## config.mk

```make
export PLATFORM = sky130hd
export DESIGN_NAME = riscv_core
export DESIGN_NICKNAME = d
export VERILOG_FILES = /design/src/riscv_core_pkg.sv /design/src/ctrl_if.sv /design/src/alu.sv /design/src/imm_gen.sv /design/src/instr_decoder.sv /design/src/reg_file.sv /design/src/riscv_core.sv
export VERILOG_INCLUDE_DIRS = /design/src
export SDC_FILE = /design/constraint.sdc
export NUM_CORES = 2
export LEC_CHECK = 0
export BUFFER_PORTS_ARGS = -buffer_cell sky130_fd_sc_hd__clkbuf_2
export CAP_MARGIN = 5
export CORE_ASPECT_RATIO = 0.75
export CORE_UTILIZATION = 50
export CTS_CLUSTER_DIAMETER = 80
export CTS_CLUSTER_SIZE = 25
export DETAILED_ROUTE_END_ITERATION = 16
export PLACE_DENSITY = 0.66
export SYNTH_ARGS = -nofsm -noshare
export SYNTH_HDL_FRONTEND = slang
export SYNTH_HIERARCHICAL = 1
export SYNTH_SLANG_ARGS = --single-unit
```

## constraint.sdc

```tcl
create_clock -name clk -period 9.5 [get_ports clk]
set_input_delay 0.475 -clock clk [delete_from_list [all_inputs] [get_ports clk]]
set_output_delay 0.475 -clock clk [all_outputs]
set_load 0.05 [all_outputs]
```

## src/riscv_core_consts.svh

```systemverilog
`ifndef RISCV_CORE_CONSTS_SVH
`define RISCV_CORE_CONSTS_SVH

// Data and address width
`define XLEN 32

// Integer register file geometry
`define REG_COUNT 32
`define REG_ADDR_W 5

// Program counter
`define RESET_PC 32'h0000_0000
`define PC_STEP 32'd4

`endif

```

## src/riscv_core_pkg.sv

```systemverilog
`include "riscv_core_consts.svh"

package riscv_core_pkg;

    typedef logic [`XLEN-1:0] word_t;
    typedef logic [`REG_ADDR_W-1:0] reg_addr_t;

    // Major opcodes, instr[6:0]
    typedef enum logic [6:0] {
        OPC_LOAD   = 7'b0000011,
        OPC_OP_IMM = 7'b0010011,
        OPC_STORE  = 7'b0100011,
        OPC_OP     = 7'b0110011,
        OPC_BRANCH = 7'b1100011,
        OPC_JAL    = 7'b1101111,
        OPC_JALR   = 7'b1100111,
        OPC_LUI    = 7'b0110111,
        OPC_AUIPC  = 7'b0010111
    } opcode_t;

    // Encoded as {funct7[5], funct3}
    typedef enum logic [3:0] {
        ALU_ADD  = 4'b0000,
        ALU_SUB  = 4'b1000,
        ALU_SLL  = 4'b0001,
        ALU_SLT  = 4'b0010,
        ALU_SLTU = 4'b0011,
        ALU_XOR  = 4'b0100,
        ALU_SRL  = 4'b0101,
        ALU_SRA  = 4'b1101,
        ALU_OR   = 4'b0110,
        ALU_AND  = 4'b0111
    } alu_op_t;

    typedef enum logic [2:0] {
        IMM_I = 3'd0,
        IMM_S = 3'd1,
        IMM_B = 3'd2,
        IMM_U = 3'd3,
        IMM_J = 3'd4
    } imm_kind_t;

    typedef enum logic [1:0] {
        PC_SEQ      = 2'd0,
        PC_TARGET   = 2'd1,
        PC_JUMP_REG = 2'd2
    } pc_src_t;

    typedef enum logic [1:0] {
        WB_ALU  = 2'd0,
        WB_MEM  = 2'd1,
        WB_LINK = 2'd2,
        WB_IMM  = 2'd3
    } wb_src_t;

endpackage

```

## src/ctrl_if.sv

```systemverilog
`timescale 1ns/1ps

interface ctrl_if import riscv_core_pkg::*; ();

    alu_op_t   alu_op;
    imm_kind_t imm_kind;
    logic      src1_is_pc;
    logic      src2_is_imm;
    pc_src_t   pc_src;
    wb_src_t   wb_src;
    logic      reg_write;
    logic      mem_write;

    modport decoder (
        output alu_op, imm_kind, src1_is_pc, src2_is_imm,
        output pc_src, wb_src, reg_write, mem_write
    );

    modport datapath (
        input alu_op, imm_kind, src1_is_pc, src2_is_imm,
        input pc_src, wb_src, reg_write, mem_write
    );

endinterface

```

## src/alu.sv

```systemverilog
`timescale 1ns/1ps

module alu import riscv_core_pkg::*; (
    input  alu_op_t alu_op,
    input  word_t   a,
    input  word_t   b,
    output word_t   result,
    output logic    cmp_flag
);

    logic [4:0] shamt;
    logic       lt_signed;
    logic       lt_unsigned;

    // Only the low five bits count for shifts
    assign shamt = b[4:0];

    assign lt_signed   = $signed(a) < $signed(b);
    assign lt_unsigned = a < b;

    always_comb begin
        case (alu_op)
            ALU_ADD:  result = a + b;
            ALU_SUB:  result = a - b;
            ALU_SLL:  result = a << shamt;
            ALU_SLT:  result = word_t'(lt_signed);
            ALU_SLTU: result = word_t'(lt_unsigned);
            ALU_XOR:  result = a ^ b;
            ALU_SRL:  result = a >> shamt;
            ALU_SRA:  result = word_t'($signed(a) >>> shamt);
            ALU_OR:   result = a | b;
            ALU_AND:  result = a & b;
            default:  result = '0;
        endcase
    end

    // Branch condition for the decoder
    always_comb begin
        case (alu_op)
            ALU_SUB: begin
                // Zero flag, for BEQ/BNE
                cmp_flag = (result == '0);
            end
            ALU_SLT, ALU_SLTU: begin
                cmp_flag = result[0];
            end
            default: begin
                cmp_flag = 1'b0;
            end
        endcase
    end

endmodule

```

## src/imm_gen.sv

```systemverilog
`timescale 1ns/1ps
`include "riscv_core_consts.svh"

module imm_gen import riscv_core_pkg::*; (
    input  word_t     instr,
    input  imm_kind_t imm_kind,
    output word_t     imm
);

    logic sign;

    assign sign = instr[31];

    always_comb begin
        case (imm_kind)
            IMM_I: begin
                imm = {{(`XLEN-12){sign}}, instr[31:20]};
            end
            IMM_S: begin
                imm = {{(`XLEN-12){sign}}, instr[31:25], instr[11:7]};
            end
            IMM_B: begin
                // Offset in halfwords, bit 0 always zero
                imm = {{(`XLEN-12){sign}}, instr[7], instr[30:25], instr[11:8], 1'b0};
            end
            IMM_U: begin
                imm = {instr[31:12], 12'b0};
            end
            IMM_J: begin
                imm = {{(`XLEN-20){sign}}, instr[19:12], instr[20], instr[30:21], 1'b0};
            end
            default: begin
                imm = '0;
            end
        endcase
    end

endmodule

```

## src/instr_decoder.sv

```systemverilog
`timescale 1ns/1ps

module instr_decoder import riscv_core_pkg::*; (
    input  word_t      instr,
    input  logic       cmp_flag,
    ctrl_if.decoder    ctrl
);

    opcode_t   opcode;
    logic [2:0] funct3;
    logic [6:0] funct7;
    reg_addr_t rd;
    logic      is_branch;
    logic      branch_taken;
    logic      reg_write_raw;
    pc_src_t   pc_src_base;

    assign opcode = opcode_t'(instr[6:0]);
    assign funct3 = instr[14:12];
    assign funct7 = instr[31:25];
    assign rd     = instr[11:7];

    // Shared by OP and OP_IMM where alt picks SUB or SRA
    function automatic alu_op_t arith_op(input logic [2:0] f3, input logic alt);
        alu_op_t op;
        case (f3)
            3'b000:  op = alt ? ALU_SUB : ALU_ADD;
            3'b001:  op = ALU_SLL;
            3'b010:  op = ALU_SLT;
            3'b011:  op = ALU_SLTU;
            3'b100:  op = ALU_XOR;
            3'b101:  op = alt ? ALU_SRA : ALU_SRL;
            3'b110:  op = ALU_OR;
            default: op = ALU_AND;
        endcase
        return op;
    endfunction

    always_comb begin
        ctrl.alu_op      = ALU_ADD;
        ctrl.imm_kind    = IMM_I;
        ctrl.src1_is_pc  = 1'b0;
        ctrl.src2_is_imm = 1'b0;
        ctrl.wb_src      = WB_ALU;
        ctrl.mem_write   = 1'b0;
        reg_write_raw    = 1'b0;
        pc_src_base      = PC_SEQ;
        is_branch        = 1'b0;

        case (opcode)
            OPC_LOAD: begin
                ctrl.src2_is_imm = 1'b1;
                ctrl.wb_src      = WB_MEM;
                reg_write_raw    = 1'b1;
            end
            OPC_OP_IMM: begin
                // funct7 only matters for the right shifts here
                ctrl.alu_op      = arith_op(funct3, (funct3 == 3'b101) && funct7[5]);
                ctrl.src2_is_imm = 1'b1;
                reg_write_raw    = 1'b1;
            end
            OPC_STORE: begin
                ctrl.imm_kind    = IMM_S;
                ctrl.src2_is_imm = 1'b1;
                ctrl.mem_write   = 1'b1;
            end
            OPC_OP: begin
                ctrl.alu_op   = arith_op(funct3, funct7[5]);
                reg_write_raw = 1'b1;
            end
            OPC_BRANCH: begin
                ctrl.imm_kind = IMM_B;
                is_branch     = 1'b1;
                case (funct3[2:1])
                    2'b10:   ctrl.alu_op = ALU_SLT;
                    2'b11:   ctrl.alu_op = ALU_SLTU;
                    default: ctrl.alu_op = ALU_SUB;
                endcase
            end
            OPC_JAL: begin
                ctrl.imm_kind = IMM_J;
                ctrl.wb_src   = WB_LINK;
                pc_src_base   = PC_TARGET;
                reg_write_raw = 1'b1;
            end
            OPC_JALR: begin
                ctrl.src2_is_imm = 1'b1;
                ctrl.wb_src      = WB_LINK;
                pc_src_base      = PC_JUMP_REG;
                reg_write_raw    = 1'b1;
            end
            OPC_LUI: begin
                ctrl.imm_kind = IMM_U;
                ctrl.wb_src   = WB_IMM;
                reg_write_raw = 1'b1;
            end
            OPC_AUIPC: begin
                ctrl.imm_kind    = IMM_U;
                ctrl.src1_is_pc  = 1'b1;
                ctrl.src2_is_imm = 1'b1;
                reg_write_raw    = 1'b1;
            end
            default: begin
                // Unknown opcode retires as a no-op
                reg_write_raw = 1'b0;
                pc_src_base   = PC_SEQ;
            end
        endcase
    end

    // funct3[0] inverts the sense for BNE, BGE and BGEU
    assign branch_taken = funct3[0] ^ cmp_flag;

    // Kept apart from the case so the ALU flag does not loop back into alu_op
    assign ctrl.pc_src = (is_branch && branch_taken) ? PC_TARGET : pc_src_base;

    // No write to x0
    assign ctrl.reg_write = reg_write_raw && (rd != '0);

endmodule

```

## src/reg_file.sv

```systemverilog
`timescale 1ns/1ps
`include "riscv_core_consts.svh"

module reg_file import riscv_core_pkg::*; (
    input  logic      clk,
    input  logic      reset,
    input  logic      write_en,
    input  reg_addr_t rd_addr,
    input  word_t     rd_value,
    input  reg_addr_t rs1_addr,
    input  reg_addr_t rs2_addr,
    output word_t     rs1_value,
    output word_t     rs2_value
);

    word_t regs [`REG_COUNT];

    always_ff @(posedge clk) begin
        if (reset) begin
            for (int i = 0; i < `REG_COUNT; i++) begin
                regs[i] <= '0;
            end
        end else if (write_en) begin
            regs[rd_addr] <= rd_value;
        end
    end

    // x0 always reads zero
    assign rs1_value = (rs1_addr == '0) ? '0 : regs[rs1_addr];
    assign rs2_value = (rs2_addr == '0) ? '0 : regs[rs2_addr];

    // Decoder is expected to drop writes to x0
    assert property (@(posedge clk) disable iff (reset) write_en |-> (rd_addr != '0))
        else $error("register write reached x0");

endmodule

```

## src/riscv_core.sv

```systemverilog
`timescale 1ns/1ps
`include "riscv_core_consts.svh"

module riscv_core import riscv_core_pkg::*; (
    input  logic  clk,
    input  logic  reset,
    input  word_t instr,
    input  word_t rd_data,
    output word_t pc,
    output word_t addr,
    output word_t wr_data,
    output logic  wr_en
);

    ctrl_if ctrl ();

    word_t pc_next;
    word_t pc_plus_step;
    word_t pc_target;
    word_t imm;
    word_t rs1_value;
    word_t rs2_value;
    word_t alu_a;
    word_t alu_b;
    word_t alu_result;
    word_t wb_value;
    logic  cmp_flag;

    instr_decoder u_decoder (
        .instr    (instr),
        .cmp_flag (cmp_flag),
        .ctrl     (ctrl.decoder)
    );

    imm_gen u_imm_gen (
        .instr    (instr),
        .imm_kind (ctrl.imm_kind),
        .imm      (imm)
    );

    reg_file u_reg_file (
        .clk       (clk),
        .reset     (reset),
        .write_en  (ctrl.reg_write && !reset),
        .rd_addr   (instr[11:7]),
        .rd_value  (wb_value),
        .rs1_addr  (instr[19:15]),
        .rs2_addr  (instr[24:20]),
        .rs1_value (rs1_value),
        .rs2_value (rs2_value)
    );

    // Operand select
    assign alu_a = ctrl.src1_is_pc  ? pc  : rs1_value;
    assign alu_b = ctrl.src2_is_imm ? imm : rs2_value;

    alu u_alu (
        .alu_op   (ctrl.alu_op),
        .a        (alu_a),
        .b        (alu_b),
        .result   (alu_result),
        .cmp_flag (cmp_flag)
    );

    assign pc_plus_step = pc + `PC_STEP;
    assign pc_target    = pc + imm;

    always_comb begin
        case (ctrl.pc_src)
            PC_TARGET:   pc_next = pc_target;
            // JALR clears bit 0 of the computed target
            PC_JUMP_REG: pc_next = {alu_result[`XLEN-1:1], 1'b0};
            default:     pc_next = pc_plus_step;
        endcase
    end

    always_ff @(posedge clk) begin
        if (reset) begin
            pc <= `RESET_PC;
        end else begin
            pc <= pc_next;
        end
    end

    // Write-back select
    always_comb begin
        case (ctrl.wb_src)
            WB_MEM:  wb_value = rd_data;
            WB_LINK: wb_value = pc_plus_step;
            WB_IMM:  wb_value = imm;
            default: wb_value = alu_result;
        endcase
    end

    // Word memory, low address bits dropped
    assign addr    = {alu_result[`XLEN-1:2], 2'b00};
    assign wr_data = rs2_value;
    assign wr_en   = ctrl.mem_write && !reset;

    // Branch and jump offsets in the program must keep pc word aligned
    assert property (@(posedge clk) disable iff (reset) pc[1:0] == 2'b00)
        else $error("pc lost word alignment: %h", pc);

endmodule

```

==> results.txt <==
- Status: finished with violations
* Violations in the final reports: max-capacitance violations, max-slew violations
* # IOs: between 150 and 200
* Global-route usage over all layers: 0.4239
- In the final layout, the multi-input gates occupy around 36000 sq um.
- Reg2Reg Capture Point: pc[23]$_SDFF_PP0_
- Setup repair after global routing missed its margin: no
- Kind of path behind the tightest hold check: in2reg
- In this design, the stage delay of the slowest critical-path cell is 0.95 ns.
* Leading post-synthesis cells by instance count: 1043 x sky130_fd_sc_hd__and2_1, 1024 x sky130_fd_sc_hd__edfxtp_1, 519 x sky130_fd_sc_hd__mux4_2
- For this run, the number of Yosys warnings is 6.
- The most used flip-flop cell after synthesis is sky130_fd_sc_hd__edfxtp_1.
- The floorplan step defined a core boundary enclosing about 140000 sq um.
- Setup violations remaining at the end of the flow were counted as 0.
- Worst setup SP type: input pin
- The count of buffers added on input and output ports is 160.
* Setup Crit Path Kind: in2reg
* Hold Crit Start: reset
- Overall overflow remaining after global route: 0
* Sink of the worst hold path: u_reg_file/regs[6][22]$_SDFFCE_PN0P_
- The via count of the first global-routing pass came to approximately 51000.
* Num CTS Buffers: roughly 50
* Fillers: 11623
- The detail route stage leaves a number of antenna-violating nets equal to 0.
- In this run the static leakage power is approximately 28 nW.
- The worst register-to-register path begins at u_reg_file/regs[31][1]$_SDFFCE_PN0P_.
* Top cells by area, synth: sky130_fd_sc_hd__edfxtp_1 44%, sky130_fd_sc_hd__mux4_2 17%, sky130_fd_sc_hd__and2_1 9.3%
- Once routing completed, OpenROAD measured the worst setup slack at between 0.4 and 0.5 ns.
- After legalization and detailed placement, the total HPWL measured between 200000 and 250000 um.
- Clk buf depth: 3
- The first TritonRoute pass finished after 8 iterations.
- The congestion estimate from routability-driven global placement came to between 1 and 1.5.
- The clock arrives with between 0.04 and 0.05 ns of skew.
- Synth Register Bits: between 1000 and 1500
- Total standard cell area after synthesis: ~70000 sq um
* Clock tree root buffer cell: sky130_fd_sc_hd__clkbuf_16
* Crit-path most repeated cell: sky130_fd_sc_hd__buf_4
- The share of synthesized area in the top cell type comes to 0.4390.
- Clock-pin slew was measured on the worst setup and hold paths at about 0.10 ns.
* First-iteration detailed-routing DRC count: about 11000
* Reg2Reg Setup Slack: approximately 0.7 ns
- Area delta synth->final: 7.803%
- Maximum number of pins on one net before global-route repair: between 70 and 80
- Data on the critical path arrives at its endpoint at between 9 and 10 ns.
* Worst Tran Pin Value: around 1.5 ns
* Average cell area after synthesis: 12.20 sq um
- Register area share after synthesis: 0.4482
- Aggregate routed wire length: about 300000 um
- The die covers around 140000 sq um.
- The worst setup path is captured at a register.
* FP Rows: 118
- Antenna violations before repair: 42
- The total count of max-transition violations in the final report came to 3.
* Pre-CTS worst setup slack: roughly 0.06 ns
- The first global-routing pass estimated 417900 um of wire.
- Hold repair after CTS inserted 0 buffers.
- Crit path max-delay cell type: sky130_fd_sc_hd__a2111oi_0
- Cell taking the most area after synthesis: sky130_fd_sc_hd__edfxtp_1
* Clk sinks: between 1000 and 1500
* Worst reg-to-reg path cell count: 31
* Vias: 55686
- Average routed wire per standard cell: between 30 and 40 um
* Required time of the worst setup path: roughly 10 ns
- DIE WIDTH: approximately 430 um
- Minimum clock period after layout: 9.030 ns
* Max_slew headroom: -0.01252
- Post-layout nets: about 6000
* Post-synth ARST share: 0
- In the final layout, the share of cells above drive strength 1 is 0.2378.
- Chip Height: 326.1 um
* Initial core utilization: 0.5058
- Number of enable-type register cells in the synthesized netlist: a little over 1000
- Of all nets on the critical path, the largest fanout is 36.
* Number of hold violations in the final report: 0
- In the routed layout, each cell is associated on average with a via count of 7.287.
* Highest Clock Rate: 110.7 MHz
- Count of cell types in the netlist: ~120
* Resize count post-CTS: 0
- Power spread over the standard cell area amounts to ~170 nW/um^2.
* Worst hold path depth: 2
- TritonCTS built the clock tree.
- The clock reaches the later pin of the worst-skew pair after around 0.70 ns.
- For the final routed database, the setup TNS stands at 0 ns.
- Total of max-cap violations: 1
* Leading cell type by number of instances after synthesis: sky130_fd_sc_hd__and2_1
- Post-CTS setup buffer count: 0
* IR drop worst, VDD: 0.0001503 V
- Instance count of the mapped netlist: between 5000 and 6000
- Count of H-tree levels built during CTS: 2
* Period Utilization, post-route: 0.9505
- Post-route DRC violation count: 0
- Sequential cell area: 31390 sq um
placed cells by master, fill, tap and decap left out, types with 21 or more instances in the layout:
master / netlist / final
sky130_fd_sc_hd__and2_1: 1043 / 1042
sky130_fd_sc_hd__edfxtp_1: 1024 / 1024
sky130_fd_sc_hd__mux4_2: 519 / 519
sky130_fd_sc_hd__buf_4: 54 / 345
sky130_fd_sc_hd__mux2i_1: 210 / 210
sky130_fd_sc_hd__nor2_1: 243 / 209
sky130_fd_sc_hd__nand2_1: 203 / 203
sky130_fd_sc_hd__a21oi_1: 193 / 190
sky130_fd_sc_hd__clkbuf_2: 0 / 150
sky130_fd_sc_hd__o22ai_1: 149 / 149
sky130_fd_sc_hd__ha_1: 131 / 131
sky130_fd_sc_hd__mux2_2: 128 / 127
sky130_fd_sc_hd__inv_1: 120 / 120
sky130_fd_sc_hd__nor3_1: 113 / 103
sky130_fd_sc_hd__o21ai_0: 99 / 97
sky130_fd_sc_hd__a2111oi_0: 69 / 66
sky130_fd_sc_hd__a22o_1: 61 / 61
sky130_fd_sc_hd__nand3_1: 58 / 58
sky130_fd_sc_hd__clkbuf_16: 0 / 52
sky130_fd_sc_hd__a211oi_1: 47 / 47
sky130_fd_sc_hd__xnor2_1: 45 / 45
sky130_fd_sc_hd__nor2b_1: 48 / 45
sky130_fd_sc_hd__or2_2: 42 / 42
sky130_fd_sc_hd__a22oi_1: 37 / 37
sky130_fd_sc_hd__dfxtp_1: 32 / 32
sky130_fd_sc_hd__nand2b_1: 31 / 31
sky130_fd_sc_hd__a21o_1: 29 / 29
sky130_fd_sc_hd__a221oi_1: 28 / 28
sky130_fd_sc_hd__and3_1: 26 / 26
sky130_fd_sc_hd__buf_12: 0 / 25
sky130_fd_sc_hd__nand4_1: 24 / 24
sky130_fd_sc_hd__o21ai_1: 23 / 24
sky130_fd_sc_hd__a31oi_1: 22 / 22
sky130_fd_sc_hd__nor4_1: 23 / 22
sky130_fd_sc_hd__o211ai_1: 21 / 21
power breakdown:
group	switching (mW)	leakage [nW]	internal, mW
clock network	1.56	0.702	1.01
registers	0.0979	10.8	5.24
logic	3.32	16.4	1.30
total	4.98	28.0	7.55
worst max-delay path: cells and delay by family:
kind	cells	cell delay, ns
buffers and inverters	8	1.62
xor gates and xnor gates	1	0.16
adders and majority gates	2	0.65
and+or+nand+nor	8	1.60
muxes	2	0.99
AOI/OAI and AO/OA	12	3.98
metrics by stage:
step	area (sq um)	hold slack, ns	total power, mW	util	std cells
after CTS	75440	0.5210	12.27	0.5447	7628
after detailed placement	74000	0.8026	9.788	0.5343	7566
after global placement	74000	0.7987	9.800	0.5343	7566
after global routing	75490	0.5417	12.74	0.5451	7634
final	75510	0.5593	12.53	0.5452	7642
after floorplan	70050	0.7300	7.913	-	5741
layout make-up:
cell class,instances,share of cell area
multi-input combinational,4001,0.4756
sequential,1056,0.4157
timing repair buffer,528,0.05221
tap,1860,0.03082
clock buffer,52,0.01723
inverter,126,0.006264
clock inverter,10,0.001823
antenna,9,0.0002983
worst max path at each step:
stage                              to  cells past startpoint      start
floorplan           pc[23]$_SDFF_PP0_                     37  instr[20]
global placement    pc[23]$_SDFF_PP0_                     33  instr[20]
detailed placement  pc[23]$_SDFF_PP0_                     34  instr[20]
CTS                 pc[23]$_SDFF_PP0_                     34  instr[20]
global route        pc[23]$_SDFF_PP0_                     33  instr[20]
finish              pc[23]$_SDFF_PP0_                     33  instr[20]
logic make-up after synthesis:
family | synth area share
other | 0.00005354
adder cells (fa/ha/maj) | 0.02442
XOR/XNOR | 0.008128
AO/OA/AOI/OAI | 0.09766
multiplexers | 0.2198
flip-flops | 0.4482
AND/OR/NAND/NOR | 0.1581
buffers and inverters | 0.04362
metal layers:
metal | wire, um | vias up | track usage
li1 | - | 21931 | -
met1 | 123200 | 28197 | 0.6397
met2 | 116300 | 4941 | 0.5396
met3 | 55300 | 583 | 0.1913
met4 | 10220 | 34 | 0.1185
met5 | 212 | - | 0
sequential cells by signal, summed over array words and instances (netlist names):
register and count:
u_reg_file/regs 1024, pc 32
Note: power is estimated with default switching activity, not from simulation.
